File: src/common/mips_id_pkg.sv
package mips_id_pkg;

	typedef logic [4:0]  reg_addr_t;
	typedef logic [31:0] word_t;

	localparam reg_addr_t LINK_REG    = 5'd31;
	localparam word_t     LINK_OFFSET = 32'd8; // return address is pc + 8

	//////////////////////////////////////////////////////////////////////
	// primary opcodes
	//////////////////////////////////////////////////////////////////////
	localparam logic [5:0] OP_SPECIAL = 6'b000000;
	localparam logic [5:0] OP_REGIMM  = 6'b000001;
	localparam logic [5:0] OP_J       = 6'b000010;
	localparam logic [5:0] OP_JAL     = 6'b000011;
	localparam logic [5:0] OP_BEQ     = 6'b000100;
	localparam logic [5:0] OP_BNE     = 6'b000101;
	localparam logic [5:0] OP_BLEZ    = 6'b000110;
	localparam logic [5:0] OP_BGTZ    = 6'b000111;
	localparam logic [5:0] OP_ADDI    = 6'b001000;
	localparam logic [5:0] OP_ADDIU   = 6'b001001;
	localparam logic [5:0] OP_SLTI    = 6'b001010;
	localparam logic [5:0] OP_SLTIU   = 6'b001011;
	localparam logic [5:0] OP_ANDI    = 6'b001100;
	localparam logic [5:0] OP_ORI     = 6'b001101;
	localparam logic [5:0] OP_XORI    = 6'b001110;
	localparam logic [5:0] OP_LUI     = 6'b001111;
	localparam logic [5:0] OP_COP0    = 6'b010000;
	localparam logic [5:0] OP_LB      = 6'b100000;
	localparam logic [5:0] OP_LH      = 6'b100001;
	localparam logic [5:0] OP_LW      = 6'b100011;
	localparam logic [5:0] OP_LBU     = 6'b100100;
	localparam logic [5:0] OP_LHU     = 6'b100101;
	localparam logic [5:0] OP_SB      = 6'b101000;
	localparam logic [5:0] OP_SH      = 6'b101001;
	localparam logic [5:0] OP_SW      = 6'b101011;

	// SPECIAL function field
	localparam logic [5:0] F_SLL     = 6'b000000;
	localparam logic [5:0] F_SRL     = 6'b000010;
	localparam logic [5:0] F_SRA     = 6'b000011;
	localparam logic [5:0] F_SLLV    = 6'b000100;
	localparam logic [5:0] F_SRLV    = 6'b000110;
	localparam logic [5:0] F_SRAV    = 6'b000111;
	localparam logic [5:0] F_JR      = 6'b001000;
	localparam logic [5:0] F_JALR    = 6'b001001;
	localparam logic [5:0] F_SYSCALL = 6'b001100;
	localparam logic [5:0] F_BREAK   = 6'b001101;
	localparam logic [5:0] F_MFHI    = 6'b010000;
	localparam logic [5:0] F_MTHI    = 6'b010001;
	localparam logic [5:0] F_MFLO    = 6'b010010;
	localparam logic [5:0] F_MTLO    = 6'b010011;
	localparam logic [5:0] F_MULT    = 6'b011000;
	localparam logic [5:0] F_MULTU   = 6'b011001;
	localparam logic [5:0] F_DIV     = 6'b011010;
	localparam logic [5:0] F_DIVU    = 6'b011011;
	localparam logic [5:0] F_ADD     = 6'b100000;
	localparam logic [5:0] F_ADDU    = 6'b100001;
	localparam logic [5:0] F_SUB     = 6'b100010;
	localparam logic [5:0] F_SUBU    = 6'b100011;
	localparam logic [5:0] F_AND     = 6'b100100;
	localparam logic [5:0] F_OR      = 6'b100101;
	localparam logic [5:0] F_XOR     = 6'b100110;
	localparam logic [5:0] F_NOR     = 6'b100111;
	localparam logic [5:0] F_SLT     = 6'b101010;
	localparam logic [5:0] F_SLTU    = 6'b101011;
	localparam logic [5:0] F_ERET    = 6'b011000; // under COP0 with CO set

	// REGIMM rt field
	localparam logic [4:0] RI_BLTZ   = 5'b00000;
	localparam logic [4:0] RI_BGEZ   = 5'b00001;
	localparam logic [4:0] RI_BLTZAL = 5'b10000;
	localparam logic [4:0] RI_BGEZAL = 5'b10001;

	// COP0 rs field
	localparam logic [4:0] CP0_MF = 5'b00000;
	localparam logic [4:0] CP0_MT = 5'b00100;
	localparam logic [4:0] CP0_CO = 5'b10000;

	//////////////////////////////////////////////////////////////////////
	// instruction formats
	//////////////////////////////////////////////////////////////////////
	typedef struct packed {
		logic [5:0] opcode;
		reg_addr_t  rs;
		reg_addr_t  rt;
		reg_addr_t  rd;
		logic [4:0] shamt;
		logic [5:0] funct;
	} r_fmt_t;

	typedef struct packed {
		logic [5:0]  opcode;
		reg_addr_t   rs;
		reg_addr_t   rt;
		logic [15:0] imm;
	} i_fmt_t;

	typedef struct packed {
		logic [5:0]  opcode;
		logic [25:0] index;
	} j_fmt_t;

	typedef union packed {
		r_fmt_t r;
		i_fmt_t i;
		j_fmt_t j;
	} inst_t;

	// funct for R-type, opcode for immediate ops
	typedef logic [5:0] alu_op_t;
	localparam alu_op_t ALU_NONE     = 6'b111111;
	localparam alu_op_t ALU_ADDR_ADD = 6'b001001;

	typedef enum logic [1:0] {SEL1_REG, SEL1_PC, SEL1_SHAMT} vsrc1_sel_t;
	typedef enum logic [1:0] {SEL2_REG, SEL2_SIGN_IMM, SEL2_ZERO_IMM, SEL2_LINK} vsrc2_sel_t;
	typedef enum logic [1:0] {MEM_BYTE, MEM_HALF, MEM_WORD} mem_size_t;

	typedef struct packed {
		logic      load;
		logic      store;
		mem_size_t size;
		logic      is_unsigned;
	} mem_op_t;

	typedef struct packed {
		logic b;        // any conditional branch
		logic beq;
		logic bne;
		logic bgz;      // taken when greater than zero
		logic bez;      // taken when equal to zero
		logic blz;      // taken when less than zero
		logic jump;
		logic jump_reg;
	} branch_t;

	typedef struct packed {
		alu_op_t    alu_op;
		logic       arith_unsigned;
		logic       mult;
		logic       div;
		mem_op_t    mem;
		branch_t    br;
		reg_addr_t  src1;
		reg_addr_t  src2;
		reg_addr_t  dest;
		vsrc1_sel_t vsrc1_sel;
		vsrc2_sel_t vsrc2_sel;
		logic       eret;
		logic       mtc0;
		logic       mfc0;
		logic       mthi;
		logic       mtlo;
		logic       syscall;
		logic       brk;
		logic       goto_mem;
		logic       goto_hilo;
		logic       goto_wb;
		logic       no_inst;
	} dec_ctrl_t;

	typedef struct packed {
		word_t       pc;
		logic        delay_slot;
		word_t       vsrc1;
		word_t       vsrc2;
		word_t       reg1_rt;   // branch compare operands
		word_t       reg2_rt;
		logic [25:0] j_index;
		word_t       jr_target;
	} id_out_t;

endpackage

File: src/logic/inst_latch.sv
module inst_latch #(
	parameter mips_id_pkg::word_t RESET_PC = 32'hbfc00000
) (
	input  logic               clk,
	input  logic               arst_n,
	input  logic               stall,
	input  logic               clear,
	input  logic               inst_valid,
	input  mips_id_pkg::word_t if_pc,
	input  logic               if_delay_slot,
	input  mips_id_pkg::inst_t inst,
	output logic               inst_ack,
	output mips_id_pkg::word_t pc,
	output logic               delay_slot,
	output mips_id_pkg::inst_t id_inst
);

	// ready when not held, flushed or in reset
	assign inst_ack = ~(stall | clear | ~arst_n);

	//////////////////////////////////////////////////////////////////////
	// stage register
	//////////////////////////////////////////////////////////////////////
	always_ff @(posedge clk or negedge arst_n) begin
		if (!arst_n) begin
			pc         <= RESET_PC;
			id_inst    <= '0; // nop
			delay_slot <= 1'b0;
		end else if (clear) begin // flush beats stall
			pc         <= RESET_PC;
			id_inst    <= '0;
			delay_slot <= 1'b0;
		end else if (inst_valid && inst_ack) begin
			pc         <= if_pc;
			id_inst    <= inst;
			delay_slot <= if_delay_slot;
		end
	end

endmodule

File: src/decode/inst_decoder.sv
module inst_decoder (
	input  mips_id_pkg::inst_t     id_inst,
	output mips_id_pkg::dec_ctrl_t ctrl
);

	logic [5:0] op;
	logic [5:0] fn;
	mips_id_pkg::reg_addr_t rs;
	mips_id_pkg::reg_addr_t rt;
	mips_id_pkg::reg_addr_t rd;
	logic [4:0] sa;
	logic rs_z, rt_z, rd_z, sa_z;

	// instruction classes
	logic arith_r, logic_r, shift_sa, shift_v, mul, dv;
	logic arith_i, logic_i, lui;
	logic beq, bne, blez, bgtz, bltz, bgez, bltzal, bgezal;
	logic j, jal, jr, jalr;
	logic mfhi, mflo, mthi, mtlo, syscall, brk;
	logic load, store, eret, mfc0, mtc0;
	logic mem_unsigned;
	mips_id_pkg::mem_size_t mem_size;

	logic uns, link, known;
	logic alu_r, rd_rs, rd_rt, wr_rd, wr_rt;

	assign op = id_inst.r.opcode;
	assign fn = id_inst.r.funct;
	assign rs = id_inst.r.rs;
	assign rt = id_inst.r.rt;
	assign rd = id_inst.r.rd;
	assign sa = id_inst.r.shamt;

	assign rs_z = rs == 5'd0;
	assign rt_z = rt == 5'd0;
	assign rd_z = rd == 5'd0;
	assign sa_z = sa == 5'd0;

	//////////////////////////////////////////////////////////////////////
	// recognition, reserved fields must be zero
	//////////////////////////////////////////////////////////////////////
	always_comb begin
		{arith_r, logic_r, shift_sa, shift_v, mul, dv, arith_i, logic_i, lui} = '0;
		{beq, bne, blez, bgtz, bltz, bgez, bltzal, bgezal, j, jal, jr, jalr} = '0;
		{mfhi, mflo, mthi, mtlo, syscall, brk, load, store, eret, mfc0, mtc0} = '0;
		mem_unsigned = 1'b0;
		mem_size = mips_id_pkg::MEM_WORD;
		case (op)
			mips_id_pkg::OP_SPECIAL: begin
				case (fn)
					mips_id_pkg::F_ADD, mips_id_pkg::F_ADDU, mips_id_pkg::F_SUB,
					mips_id_pkg::F_SUBU, mips_id_pkg::F_SLT, mips_id_pkg::F_SLTU:
						arith_r = sa_z;
					mips_id_pkg::F_AND, mips_id_pkg::F_OR, mips_id_pkg::F_XOR,
					mips_id_pkg::F_NOR:
						logic_r = sa_z;
					mips_id_pkg::F_SLL, mips_id_pkg::F_SRL, mips_id_pkg::F_SRA:
						shift_sa = rs_z;
					mips_id_pkg::F_SLLV, mips_id_pkg::F_SRLV, mips_id_pkg::F_SRAV:
						shift_v = sa_z;
					mips_id_pkg::F_MULT, mips_id_pkg::F_MULTU: mul = rd_z && sa_z;
					mips_id_pkg::F_DIV, mips_id_pkg::F_DIVU:   dv = rd_z && sa_z;
					mips_id_pkg::F_JR:      jr = rt_z && rd_z && sa_z;
					mips_id_pkg::F_JALR:    jalr = rt_z && sa_z;
					mips_id_pkg::F_MFHI:    mfhi = rs_z && rt_z && sa_z;
					mips_id_pkg::F_MFLO:    mflo = rs_z && rt_z && sa_z;
					mips_id_pkg::F_MTHI:    mthi = rt_z && rd_z && sa_z;
					mips_id_pkg::F_MTLO:    mtlo = rt_z && rd_z && sa_z;
					mips_id_pkg::F_SYSCALL: syscall = 1'b1; // code field is free
					mips_id_pkg::F_BREAK:   brk = 1'b1;
					default: ;
				endcase
			end
			mips_id_pkg::OP_REGIMM: begin
				case (rt)
					mips_id_pkg::RI_BLTZ:   bltz = 1'b1;
					mips_id_pkg::RI_BGEZ:   bgez = 1'b1;
					mips_id_pkg::RI_BLTZAL: bltzal = 1'b1;
					mips_id_pkg::RI_BGEZAL: bgezal = 1'b1;
					default: ;
				endcase
			end
			mips_id_pkg::OP_J:    j = 1'b1;
			mips_id_pkg::OP_JAL:  jal = 1'b1;
			mips_id_pkg::OP_BEQ:  beq = 1'b1;
			mips_id_pkg::OP_BNE:  bne = 1'b1;
			mips_id_pkg::OP_BLEZ: blez = rt_z;
			mips_id_pkg::OP_BGTZ: bgtz = rt_z;
			mips_id_pkg::OP_ADDI, mips_id_pkg::OP_ADDIU, mips_id_pkg::OP_SLTI,
			mips_id_pkg::OP_SLTIU:
				arith_i = 1'b1;
			mips_id_pkg::OP_ANDI, mips_id_pkg::OP_ORI, mips_id_pkg::OP_XORI:
				logic_i = 1'b1;
			mips_id_pkg::OP_LUI:  lui = rs_z;
			mips_id_pkg::OP_COP0: begin
				case (rs)
					mips_id_pkg::CP0_MF: mfc0 = sa_z && fn[5:3] == 3'd0;
					mips_id_pkg::CP0_MT: mtc0 = sa_z && fn[5:3] == 3'd0;
					mips_id_pkg::CP0_CO: eret = rt_z && rd_z && sa_z && fn == mips_id_pkg::F_ERET;
					default: ;
				endcase
			end
			mips_id_pkg::OP_LB: begin
				load = 1'b1;
				mem_size = mips_id_pkg::MEM_BYTE;
			end
			mips_id_pkg::OP_LBU: begin
				load = 1'b1;
				mem_size = mips_id_pkg::MEM_BYTE;
				mem_unsigned = 1'b1;
			end
			mips_id_pkg::OP_LH: begin
				load = 1'b1;
				mem_size = mips_id_pkg::MEM_HALF;
			end
			mips_id_pkg::OP_LHU: begin
				load = 1'b1;
				mem_size = mips_id_pkg::MEM_HALF;
				mem_unsigned = 1'b1;
			end
			mips_id_pkg::OP_LW: load = 1'b1;
			mips_id_pkg::OP_SB: begin
				store = 1'b1;
				mem_size = mips_id_pkg::MEM_BYTE;
			end
			mips_id_pkg::OP_SH: begin
				store = 1'b1;
				mem_size = mips_id_pkg::MEM_HALF;
			end
			mips_id_pkg::OP_SW: store = 1'b1;
			default: ;
		endcase
	end

	assign uns = ((arith_r | mul | dv) && fn inside {mips_id_pkg::F_ADDU, mips_id_pkg::F_SUBU,
		mips_id_pkg::F_SLTU, mips_id_pkg::F_MULTU, mips_id_pkg::F_DIVU})
		|| (arith_i && op inside {mips_id_pkg::OP_ADDIU, mips_id_pkg::OP_SLTIU});

	assign link  = jal | jalr | bltzal | bgezal; // writes pc + 8
	assign alu_r = arith_r | logic_r | shift_sa | shift_v;
	assign rd_rs = arith_r | logic_r | shift_v | mul | dv | arith_i | logic_i | beq | bne
		| blez | bgtz | bltz | bgez | bltzal | bgezal | jr | jalr | load | store | mthi | mtlo;
	assign rd_rt = arith_r | logic_r | shift_sa | shift_v | mul | dv | beq | bne | store | mtc0;
	assign wr_rd = alu_r | jalr | mfhi | mflo;
	assign wr_rt = arith_i | logic_i | lui | load | mfc0;
	assign known = alu_r | rd_rs | wr_rt | link | j | mfhi | mflo | syscall | brk | eret | mtc0;

	//////////////////////////////////////////////////////////////////////
	// control word
	//////////////////////////////////////////////////////////////////////
	always_comb begin
		ctrl = '0;
		if (alu_r)
			ctrl.alu_op = fn;
		else if (arith_i | logic_i | lui)
			ctrl.alu_op = op;
		else if (load | store | jr | link)
			ctrl.alu_op = mips_id_pkg::ALU_ADDR_ADD;
		else
			ctrl.alu_op = mips_id_pkg::ALU_NONE;

		ctrl.arith_unsigned = uns;
		ctrl.mult = mul;
		ctrl.div  = dv;

		ctrl.mem.load        = load;
		ctrl.mem.store       = store;
		ctrl.mem.size        = mem_size;
		ctrl.mem.is_unsigned = mem_unsigned;

		ctrl.br.b        = beq | bne | blez | bgtz | bltz | bgez | bltzal | bgezal;
		ctrl.br.beq      = beq;
		ctrl.br.bne      = bne;
		ctrl.br.bgz      = bgtz | bgez | bgezal;
		ctrl.br.bez      = blez | bgez | bgezal;
		ctrl.br.blz      = blez | bltz | bltzal;
		ctrl.br.jump     = j | jal;
		ctrl.br.jump_reg = jr | jalr;

		ctrl.src1 = rd_rs ? rs : 5'd0;
		ctrl.src2 = rd_rt ? rt : 5'd0;
		if (wr_rd)
			ctrl.dest = rd;
		else if (wr_rt)
			ctrl.dest = rt;
		else if (link)
			ctrl.dest = mips_id_pkg::LINK_REG;

		if (link)
			ctrl.vsrc1_sel = mips_id_pkg::SEL1_PC;
		else if (shift_sa)
			ctrl.vsrc1_sel = mips_id_pkg::SEL1_SHAMT;
		else
			ctrl.vsrc1_sel = mips_id_pkg::SEL1_REG;

		if (load | store | arith_i)
			ctrl.vsrc2_sel = mips_id_pkg::SEL2_SIGN_IMM;
		else if (logic_i | lui)
			ctrl.vsrc2_sel = mips_id_pkg::SEL2_ZERO_IMM;
		else if (link)
			ctrl.vsrc2_sel = mips_id_pkg::SEL2_LINK;
		else
			ctrl.vsrc2_sel = mips_id_pkg::SEL2_REG;

		ctrl.eret    = eret;
		ctrl.mtc0    = mtc0;
		ctrl.mfc0    = mfc0;
		ctrl.mthi    = mthi;
		ctrl.mtlo    = mtlo;
		ctrl.syscall = syscall;
		ctrl.brk     = brk;

		ctrl.goto_mem  = load | store;
		ctrl.goto_hilo = mul | dv | mthi | mtlo;
		ctrl.goto_wb   = ctrl.dest != 5'd0; // writes to $0 are dropped
		ctrl.no_inst   = ~known;
	end

endmodule

File: src/decode/operand_select.sv
module operand_select (
	input  mips_id_pkg::inst_t     id_inst,
	input  mips_id_pkg::word_t     pc,
	input  logic                   delay_slot,
	input  mips_id_pkg::dec_ctrl_t ctrl,
	input  mips_id_pkg::word_t     reg_rdata1,
	input  mips_id_pkg::word_t     reg_rdata2,
	output mips_id_pkg::id_out_t   out
);

	mips_id_pkg::word_t sign_imm;
	mips_id_pkg::word_t zero_imm;
	mips_id_pkg::word_t shamt;

	assign sign_imm = {{16{id_inst.i.imm[15]}}, id_inst.i.imm};
	assign zero_imm = {16'd0, id_inst.i.imm};
	assign shamt    = {27'd0, id_inst.r.shamt};

	//////////////////////////////////////////////////////////////////////
	// ALU operand muxes
	//////////////////////////////////////////////////////////////////////
	always_comb begin
		case (ctrl.vsrc1_sel)
			mips_id_pkg::SEL1_PC:    out.vsrc1 = pc;    // link base
			mips_id_pkg::SEL1_SHAMT: out.vsrc1 = shamt;
			default:                 out.vsrc1 = reg_rdata1;
		endcase
	end

	always_comb begin
		case (ctrl.vsrc2_sel)
			mips_id_pkg::SEL2_SIGN_IMM: out.vsrc2 = sign_imm;
			mips_id_pkg::SEL2_ZERO_IMM: out.vsrc2 = zero_imm;
			mips_id_pkg::SEL2_LINK:     out.vsrc2 = mips_id_pkg::LINK_OFFSET;
			default:                    out.vsrc2 = reg_rdata2;
		endcase
	end

	// pass-through for the branch unit and later stages
	assign out.pc         = pc;
	assign out.delay_slot = delay_slot;
	assign out.reg1_rt    = reg_rdata1;
	assign out.reg2_rt    = reg_rdata2;
	assign out.j_index    = id_inst.j.index;
	assign out.jr_target  = reg_rdata1; // rs of jr/jalr

endmodule

File: src/logic/id_stage.sv
module id_stage #(
	parameter mips_id_pkg::word_t RESET_PC = 32'hbfc00000
) (
	input  logic                   clk,
	input  logic                   arst_n,
	input  logic                   stall,
	input  logic                   clear,
	input  mips_id_pkg::word_t     if_pc,
	input  logic                   if_delay_slot,
	input  mips_id_pkg::inst_t     inst,
	input  logic                   inst_valid,
	input  mips_id_pkg::word_t     reg_rdata1,
	input  mips_id_pkg::word_t     reg_rdata2,
	output logic                   inst_ack,
	output logic                   next_delay_slot,
	output mips_id_pkg::reg_addr_t reg_raddr1,
	output mips_id_pkg::reg_addr_t reg_raddr2,
	output mips_id_pkg::dec_ctrl_t ctrl,
	output mips_id_pkg::id_out_t   out
);

	mips_id_pkg::word_t pc;
	mips_id_pkg::inst_t id_inst;
	logic               delay_slot;

	inst_latch #(
		.RESET_PC(RESET_PC)
	) inst_latch_inst (
		.clk          (clk),
		.arst_n       (arst_n),
		.stall        (stall),
		.clear        (clear),
		.inst_valid   (inst_valid),
		.if_pc        (if_pc),
		.if_delay_slot(if_delay_slot),
		.inst         (inst),
		.inst_ack     (inst_ack),
		.pc           (pc),
		.delay_slot   (delay_slot),
		.id_inst      (id_inst)
	);

	inst_decoder inst_decoder_inst (
		.id_inst(id_inst),
		.ctrl   (ctrl)
	);

	operand_select operand_select_inst (
		.id_inst   (id_inst),
		.pc        (pc),
		.delay_slot(delay_slot),
		.ctrl      (ctrl),
		.reg_rdata1(reg_rdata1),
		.reg_rdata2(reg_rdata2),
		.out       (out)
	);

	//////////////////////////////////////////////////////////////////////
	// register file read and fetch feedback
	//////////////////////////////////////////////////////////////////////
	assign reg_raddr1 = ctrl.src1;
	assign reg_raddr2 = ctrl.src2;

	// instruction after any branch or jump sits in its delay slot
	assign next_delay_slot = ctrl.br.b | ctrl.br.jump | ctrl.br.jump_reg;

endmodule

File: config.mk
export PLATFORM = sky130hd
export DESIGN_NAME = id_stage
export DESIGN_NICKNAME = d
export VERILOG_FILES = /design/src/common/mips_id_pkg.sv /design/src/logic/inst_latch.sv /design/src/decode/inst_decoder.sv /design/src/decode/operand_select.sv /design/src/logic/id_stage.sv
export SDC_FILE = /design/constraint.sdc
export NUM_CORES = 1
export LEC_CHECK = 0
export ABC_CLOCK_PERIOD_IN_PS = 2100
export BUFFER_PORTS_ARGS = -buffer_cell sky130_fd_sc_hd__buf_2
export CAP_MARGIN = 10
export CELL_PAD_IN_SITES_DETAIL_PLACEMENT = 1
export CELL_PAD_IN_SITES_GLOBAL_PLACEMENT = 2
export CORE_MARGIN = 2
export CORE_UTILIZATION = 18
export CTS_CLUSTER_DIAMETER = 40
export DETAILED_ROUTE_END_ITERATION = 10
export GPL_TIMING_DRIVEN = 0
export PLACE_DENSITY = 0.83
export SKIP_CTS_REPAIR_TIMING = 1
export SLEW_MARGIN = 20
export SYNTH_ARGS = -nofsm -noshare
export SYNTH_HDL_FRONTEND = slang
export SYNTH_SLANG_ARGS = --single-unit
File: constraint.sdc
create_clock -name clk -period 2.1 [get_ports clk]
set_input_delay 0.105 -clock clk [delete_from_list [all_inputs] [get_ports clk]]
set_output_delay 0.105 -clock clk [all_outputs]
set_load 0.02 [all_outputs]
==> qor.yml, run 1 <==
critical_path:
  crit_path_end_kind: "output pin"
  cp-start-kind: "flip-flop"
  critPathKind: "flip-flop to output pin"
  cp_max_fo: 5
  crit_required_ns: 2.00
  arrival_ns: 2.85
grt:
  grt_pass1_vias: 6985
  grt_usage_pct: 18.56
  grt_start_max_net_pins: 54
  grt_pass1_wl_mm: 45.62
  antenna_found_initial: 6
  grt-ovfl-total: 0
place:
  pre_cts_ws_ns: -0.9649
  hpwl_mm: 26.52
  io_buffers: 415
  globalplace.congestion: 0.8764
logic_synthesis:
  ys_async_sr_fraction_pct: 100.0
  synth.most_common_cell: "nand2_1"
  synth_edf_count: 0
  synth_top_area_share_pct: 24.80
  synth_area_sq_mm: 0.005652
  synthCells: 754
  postSynthAreaPerCell_sq_um: 7.496
  synth_warnings: 0
  ys_top_cells_by_area: "dfrtp_1 (25%), buf_4 (20%), nand2_1 (13%), a21oi_1 (5.6%), dfstp_2 (4.2%)"
  synth-seq-cells: 65
  syn-num-nets: 888
  yosysTopAreaCell: "dfrtp_1"
  synth-main-ff-cell: "dfrtp_1"
  ys_types: 61
  synth_seq_area_share_pct: 28.98
  synth_common_cells: "nand2_1 (196), buf_4 (152), a21oi_1 (63)"
cells_and_area:
  regArea_sq_mm: 0.001659
  layout-drive-gt1-share_pct: 60.22
  nets: 1376
  multi_input_area_sq_mm: 0.003057
  fillers: 3747
  syn_to_final_growth_pct: 82.51
timing:
  fin_ws_ns: -0.8555
  fin_skew_ns: 0
  hold_viol: 4
  fin_setup_tns_ns: -96.07
  timing_max_transition_violations_final: 0
  finalCritPeriodShare_pct: 140.7
  maxSlewHeadroom_pct: 38.88
  rsz0062_at_grt: "yes"
  period_needed_ns: 2.955
  hold-worst-slack_ns: -0.005105
  setup_viol: 186
  worstMarginPinSlew_ns: 0.9138
  fmax_ghz: 0.3384
floorplanning:
  die_area_sq_mm: 0.03283
  die_h_um: 181.2
  start_util_pct: 18.38
  ios: 417
  chipWidth_um: 181.2
  core_area_sq_mm: 0.03075
  core.rowCount: 64
power:
  pwr-share-comb_pct: 44.7
  p_seq_share_pct: 25.5
  clkPwrFrac_pct: 29.9
  sw_frac_of_total_pct: 38.81
  irDropWorstVdd_mv: 0.3145
  finalPower_mw: 5.429
  switchingPower_mw: 2.107
  power_density_mw_per_mm2: 526.3
  intPower_mw: 3.322
  leakage_nw: 5.376
clock_network:
  cts_tree: "built"
  clk_pin_slew_ns: 0.07
  root_buffer: "clkbuf_16"
  clock_latency_ns: 0.34
  clock-sinks: 65
  clockBufferDepth: 2
  htreeDepth: 3
  cts_buffers: 9
detailed_routing:
  viasPerCell: 4.369
  drt_iter0_drc: 318
  wire_per_inst_um: 20.23
  postRouteAntennaNets: 0
  drt_wl_total_mm: 33.36
  dr_total_vias: 7205
  drc: 0
  drt-pass1-iter-count: 4
job:
  drv_cap: 0
outcome:
  status: "finished with violations"
  violations: "negative hold slack, negative setup slack"
hold_path:
  hold_path_class: "input pin to flip-flop"
-- routing by layer --
layer,part of all wire [%],GRT usage [%]
met1,43,23.21
met2,51,33.12
met3,4.1,2.923
met4,1.8,4.715
met5,0,0
-- cell families (layout without fill, tap and decap cells) --
logic type,after synthesis,count (layout),share of synthesized area [%]
AND/OR/NAND/NOR,329,329,28.05
buffers and inverters,208,701,25.04
AO/OA/AOI/OAI,151,151,17.73
flip-flops,65,65,28.98
multiplexers,1,1,0.1992
other,0,6,0
-- power groups by stage --
stage / Sequential, mW / Clock, mW / Combinational (mW)
2_1_floorplan: 1.39 / 0 / 1.23
3_3_place_gp: 1.39 / 0 / 2.04
3_5_place_dp: 1.39 / 0 / 2.05
4_1_cts: 1.37 / 1.68 / 2.06
5_1_grt: 1.39 / 1.71 / 2.57
6_report: 1.38 / 1.62 / 2.43
-- registers in the layout, summed over array words and instances (netlist names) --
register and cells:
inst_latch_inst.id_inst 32, inst_latch_inst.pc 32, inst_latch_inst.delay_slot 1
-- path summary, 6_finish.rpt --
kind / cells past startpoint / to / slack (ns) / start
worst max-delay path: 8 / ctrl[17] / -0.86 / inst_latch_inst.id_inst[27]
worst min-delay path: 3 / inst_latch_inst.id_inst[31] / -0.005 / inst[31]
worst max register to register: 4 / inst_latch_inst.id_inst[27] / 0.83 / inst_latch_inst.id_inst[27]
worst min register to register: 2 / inst_latch_inst.pc[22] / 0.50 / inst_latch_inst.pc[22]
max in group asynchronous: 4 / inst_latch_inst.id_inst[0] / 0.79 / arst_n
min in group asynchronous: 2 / inst_latch_inst.pc[3] / 0.43 / arst_n
-- critical path: stages (launching register included) --
cell	delay (ns)
dfrtp_2	0.43
buf_8	0.14
or4_4	0.57
nor4b_4	0.39
nand3_4	0.16
buf_8	0.17
and3_4	0.18
a31oi_2	0.27
buf_4	0.19
-- cells in the final DEF, fill, tap and decap left out, types with 18 or more instances in the layout --
cell           Yosys  final
a21o_1            22     22
a21oi_1           63     63
a22o_1            22     21
buf_2              5    339
buf_4            152    178
buf_6              7     90
clkbuf_1          29     18
dfrtp_1           56     39
dlygate4sd3_1      0     23
nand2_1          196    190
nand3_1           33     30
-- per-stage QoR --
stage / hold WS [ns] / std cells / cell area [sq um] / util [%]
2_1_floorplan: -0.1906 / 754 / 5811 / -
3_3_place_gp: 0.3253 / 1565 / 8383 / 27.26
3_5_place_dp: 0.0004044 / 1566 / 8413 / 27.36
4_1_cts: -0.3718 / 1582 / 8723 / 28.37
5_1_grt: 0.0003385 / 1645 / 10300 / 33.51
6_report: -0.005105 / 1649 / 10310 / 33.54
-- cell type report --
class                   count  area share (%)
diodes                      6          0.1456
plain buffers             190           14.10
clock buffers              10           2.317
clock inverters             6          0.6914
inverters                   9          0.4731
multi-input cells         481           29.63
flip-flops and latches     65           16.08
well taps                 396           4.803
repair buffers            486           31.76
Power figures use the tool's default switching activity.
==> run 2, diff against run 1 <==
CELL_PAD_IN_SITES_DETAIL_PLACEMENT = unset   (was 1)
CELL_PAD_IN_SITES_GLOBAL_PLACEMENT = unset   (was 2)
CORE_AREA = 2 2 163 165   (was unset)
CORE_MARGIN = unset   (was 2)
CORE_UTILIZATION = unset   (was 18)
DIE_AREA = 0 0 165 167   (was unset)
PLACE_DENSITY = unset   (was 0.83)
==> qor.yml, run 2 (synthesized netlist as in run 1, its figures left out) <==
outcome:
  status: "finished with violations"
  violations: "negative hold slack, negative setup slack"
cells_and_area:
  layout-drive-gt1-share_pct: 59.98
  nets: 1376
  final_util_pct: 38.92
  final_cell_mix: "buf_2 (373), nand2_1 (192), buf_4 (180)"
  reg_top3: "inst_latch_inst.id_inst x32, inst_latch_inst.pc x32, inst_latch_inst.delay_slot x1"
  syn_to_final_growth_pct: 77.42
  layout_commonest_cell: "buf_2"
  stdcell_count: 1583
clock_network:
  clock_latency_ns: 0.34
  clock-sinks: 65
  htreeDepth: 3
  clk_pin_slew_ns: 0.06
  clockBufferDepth: 2
  cts_buffers: 9
  root_buffer: "clkbuf_16"
  cts_tree: "built"
timing:
  maxSlewHeadroom_pct: 54.43
  timing_max_transition_violations_final: 0
  fmax_ghz: 0.3439
  period_needed_ns: 2.908
  worstMarginPinSlew_ns: 0.6813
  setup_viol: 116
  hold-worst-slack_ns: -0.005489
  rsz0062_at_grt: "yes"
  finalCritPeriodShare_pct: 138.5
  hold_viol: 4
  fin_skew_ns: 0
  fin_ws_ns: -0.8079
grt:
  grt_pass1_wl_mm: 40.77
  grt-ovfl-total: 0
  antenna_found_initial: 2
  grt_pass1_vias: 6569
  grt_start_max_net_pins: 36
  grt_usage_pct: 19.91
power:
  leakage_nw: 5.301
  power_density_mw_per_mm2: 529.5
  irDropWorstVdd_mv: 0.2802
job:
  drv_cap: 0
detailed_routing:
  postRouteAntennaNets: 0
  drt-pass1-iter-count: 7
  wire_per_inst_um: 19.03
  drt_iter0_drc: 392
  viasPerCell: 4.581
  drc: 0
  drt_wl_total_mm: 30.13
  dr_total_vias: 7251
floorplanning:
  start_util_pct: 21.94
  die_area_sq_mm: 0.02756
  core_area_sq_mm: 0.02576
  chipWidth_um: 165
  die_h_um: 167
  core.rowCount: 59
  ios: 417
critical_path:
  cp_max_fo: 5
  cp-start-kind: "flip-flop"
  crit_path_end_kind: "output pin"
  crit_required_ns: 2.00
  arrival_ns: 2.80
  critPathKind: "flip-flop to output pin"
place:
  io_buffers: 415
  dp.cells: 1505
  globalplace.congestion: 0.8760
  hpwl_mm: 23.48
hold_path:
  hold_path_class: "input pin to flip-flop"
run 2: cell types whose count changed in the layout (fill, tap and decap cells not counted), moves of 3 or more:
cell      before  now
buf_2        339  373
a31oi_2        5    1
clkbuf_4       1    4
diode_2        6    1
buf_12         5    8
a31oi_4        2    9
buf_6         90   52
a31oi_1        7    4
run 2: final cells by class:
cell class | count | area, sq um
Antenna cell | 1 | 2.502
Clock inverter | 6 | 66.31
Tap cell | 335 | 419.2
Clock buffer | 10 | 239.0
Inverter | 9 | 48.80
Sequential cell | 65 | 1660
Fill cell | 2678 | 15740
Timing Repair Buffer | 484 | 3032
Buffer | 192 | 1461
Multi-Input combinational cell | 481 | 3098
run 2: path summary, 6_finish.rpt:
kind | startpoint | endpoint | slack, ns | cells past startpoint
hold / removal | if_pc[15] | inst_latch_inst.pc[15] | -0.005 | 3
hold reg to reg | inst_latch_inst.pc[22] | inst_latch_inst.pc[22] | 0.50 | 2
min in group asynchronous | arst_n | inst_latch_inst.pc[24] | 0.79 | 2
setup reg to reg | inst_latch_inst.id_inst[27] | inst_latch_inst.id_inst[27] | 0.78 | 5
setup / recovery | inst_latch_inst.id_inst[27] | reg_raddr2[1] | -0.81 | 10
max in group asynchronous | arst_n | inst_latch_inst.id_inst[5] | 1.02 | 3
run 2: metal layers:
metal  track usage (%)  wire, um
met2             34.91     15140
met3             3.736      2212
met5                 0         0
met4             5.217       644
met1             24.82     12130
run 2: report_power, final:
group | switching, mW | total, mW | internal [mW]
clock | 0.624 | 1.58 | 0.954
combinational | 1.34 | 2.35 | 1.00
sequential | 0.0793 | 1.38 | 1.30
run 2: worst max-delay path: stages, from the launching register on:
cell     delay [ns]
dfrtp_1        0.41
buf_6          0.15
or4_4          0.56
nor4b_4        0.35
nand3_2        0.18
buf_8          0.18
nand4_1        0.11
buf_6          0.15
and2_4         0.18
buf_6          0.10
buf_6          0.10
run 2: per-stage QoR:
stage | cell area (sq um) | hold slack, ns | setup WS [ns] | total power [mW] | setup TNS (ns)
floorplan | 5811 | -0.1906 | -0.06623 | 2.617 | -0.4258
global placement | 8307 | 0.3245 | -1.137 | 3.393 | -123.84
detailed placement | 8329 | 0.08375 | -0.9634 | 3.402 | -69.41
CTS | 8635 | -0.2823 | -1.361 | 5.011 | -112.45
global route | 10020 | -0.0003823 | -0.8798 | 5.556 | -78.35
finish | 10030 | -0.005489 | -0.8079 | 5.309 | -67.57
==> run 3, diff against run 2 <==
ABC_CLOCK_PERIOD_IN_PS = 2400   (was 2100)
TNS_END_PERCENT = 100   (was unset)
clock period = 2.4 ns   (was 2.1 ns; I/O delays follow)
==> qor.yml, run 3 (synthesized netlist as in run 1, its figures left out) <==
power:
  p_seq_share_pct: 23.9
  leakage_nw: 5.476
  clkPwrFrac_pct: 30.9
  irDropWorstVdd_mv: 0.3274
  power_density_mw_per_mm2: 483.4
  intPower_mw: 3.210
  finalPower_mw: 5.035
  sw_frac_of_total_pct: 36.25
  switchingPower_mw: 1.825
  pwr-share-comb_pct: 45.2
cells_and_area:
  final_cell_area_sq_mm: 0.01042
  fillers: 2644
  layout-drive-gt1-share_pct: 63.56
  multi_input_area_sq_mm: 0.003123
  regArea_sq_mm: 0.001660
  syn_to_final_growth_pct: 84.28
  stdcell_count: 1581
  nets: 1372
  final_util_pct: 40.43
  reg_top3: "inst_latch_inst.id_inst x32, inst_latch_inst.pc x32, inst_latch_inst.delay_slot x1"
  layout_commonest_cell: "buf_2"
  final_cell_mix: "buf_2 (331), buf_4 (185), nand2_1 (172)"
critical_path:
  cp_cell_sequence: "buf_6 > or4_4 > nor4b_4 > nand3_4 > buf_8 > nand4_1 > buf_6 > and2_4 > buf_6 > buf_6"
  max_stage_delay_ns: 0.50
  arrival_ns: 2.73
  cp-start-kind: "flip-flop"
  cp_max_fo: 5
  crit_family: "simple AND/OR/NAND/NOR gates"
  r2r-start: "inst_latch_inst.id_inst[27]"
  crit_required_ns: 2.28
  reg2reg_slack_ns: 0.96
  crit_path_end_kind: "output pin"
  worst-r2r-cell-count: 5
  r2r_end: "inst_latch_inst.id_inst[27]"
  crit_buf_inv: 5
  cp_common_cell: "buf_6"
  critPathKind: "flip-flop to output pin"
  slowest_stage: "or4_4"
timing:
  setup_viol: 106
  fin_skew_ns: 0
  maxSlewHeadroom_pct: 44.35
  timing_max_transition_violations_final: 0
  period_needed_ns: 2.847
  hold_viol: 1
  fmax_ghz: 0.3512
  finalCritPeriodShare_pct: 118.6
  rsz0062_at_grt: "yes"
  fin_setup_tns_ns: -29.71
  hold-worst-slack_ns: -0.0009435
  fin_ws_ns: -0.4472
  worstMarginPinSlew_ns: 0.8320
outcome:
  violations: "negative hold slack, negative setup slack"
  status: "finished with violations"
detailed_routing:
  wl_met1_mm: 11.98
  viasPerCell: 4.584
  drc: 0
  drt_iter0_drc: 333
  drt-pass1-iter-count: 4
  wire_per_inst_um: 19.03
  dr_total_vias: 7247
  topRoutingLayerUsed: "met5"
  drt_wl_total_mm: 30.08
  wl_met2_mm: 15.41
  route.met3.wl_mm: 2.332
  postRouteAntennaNets: 0
grt:
  grt_pass1_wl_mm: 39.29
  grt-ovfl-total: 0
  grt_pass1_vias: 6415
  grt_usage_pct: 18.97
  antenna_found_initial: 5
  grt_start_max_net_pins: 53
place:
  globalplace.congestion: 0.8548
  pre_cts_ws_ns: -0.8531
  hpwl_mm: 22.57
  placed_cell_area_sq_mm: 0.008197
  io_buffers: 415
  dp.cells: 1505
floorplanning:
  start_util_pct: 21.94
  chipWidth_um: 165
  core.rowCount: 59
  core_area_sq_mm: 0.02576
  die_area_sq_mm: 0.02756
  die_h_um: 167
  ios: 417
clock_network:
  clock_latency_ns: 0.34
  clk_pin_slew_ns: 0.07
  cts_buffers: 9
  root_buffer: "clkbuf_16"
  htreeDepth: 3
  clockBufferDepth: 2
  clock-sinks: 65
  cts_tree: "built"
job:
  drv_cap: 0
hold_path:
  hold_end: "inst_latch_inst.id_inst[9]"
  hold_path_depth: 3
  hold_path_class: "input pin to flip-flop"
  min-delay-start: "inst[9]"
run 3: cell count changes in the layout (fill, tap and decap cells not counted), sizes merged:
cell / delta
buf: +13
bufinv: +2
clkbuf: -1
clkinvlp: -2
diode: +2
dlygate4sd3: -17
inv: +1
run 3: worst register-to-register path: stages (launching register included):
cell	delay [ns]
dfrtp_1	0.41
buf_6	0.14
buf_4	0.17
clkbuf_1	0.40
nand2_1	0.09
a21oi_1	0.15
run 3: cell type report:
type,count,area share [%]
Multi-Input combinational cell,481,29.99
Sequential cell,65,15.94
Clock inverter,7,1.117
Antenna cell,3,0.07208
Buffer,196,14.63
Clock buffer,9,2.162
Tap cell,335,4.025
Inverter,9,0.5166
Timing Repair Buffer,476,31.55
run 3: power groups by stage:
| stage | registers (mW) | logic [mW] | clock network [mW] |
|---|---|---|---|
| 2_1_floorplan | 1.21 | 1.03 | 0 |
| 3_3_place_gp | 1.21 | 1.70 | 0 |
| 3_5_place_dp | 1.21 | 1.71 | 0 |
| 4_1_cts | 1.19 | 1.71 | 1.59 |
| 5_1_grt | 1.21 | 2.42 | 1.64 |
| 6_report | 1.20 | 2.28 | 1.55 |
run 3: worst max path at each step:
| stage | start | to | cells past startpoint |
|---|---|---|---|
| floorplan | inst_latch_inst.id_inst[6] | reg_raddr1[4] | 6 |
| global placement | arst_n | inst_latch_inst.pc[17] | 6 |
| detailed placement | inst_latch_inst.id_inst[6] | ctrl[19] | 7 |
| CTS | inst_latch_inst.id_inst[6] | ctrl[19] | 7 |
| global route | inst_latch_inst.id_inst[3] | reg_raddr2[1] | 9 |
| finish | inst_latch_inst.id_inst[27] | reg_raddr2[1] | 10 |
run 3: layer usage:
| metal | track usage [%] | up-vias |
|---|---|---|
| li1 | - | 3399 |
| met1 | 23.69 | 3436 |
| met2 | 33.10 | 381 |
| met3 | 4.259 | 27 |
| met4 | 4.083 | 4 |
| met5 | 0 | - |
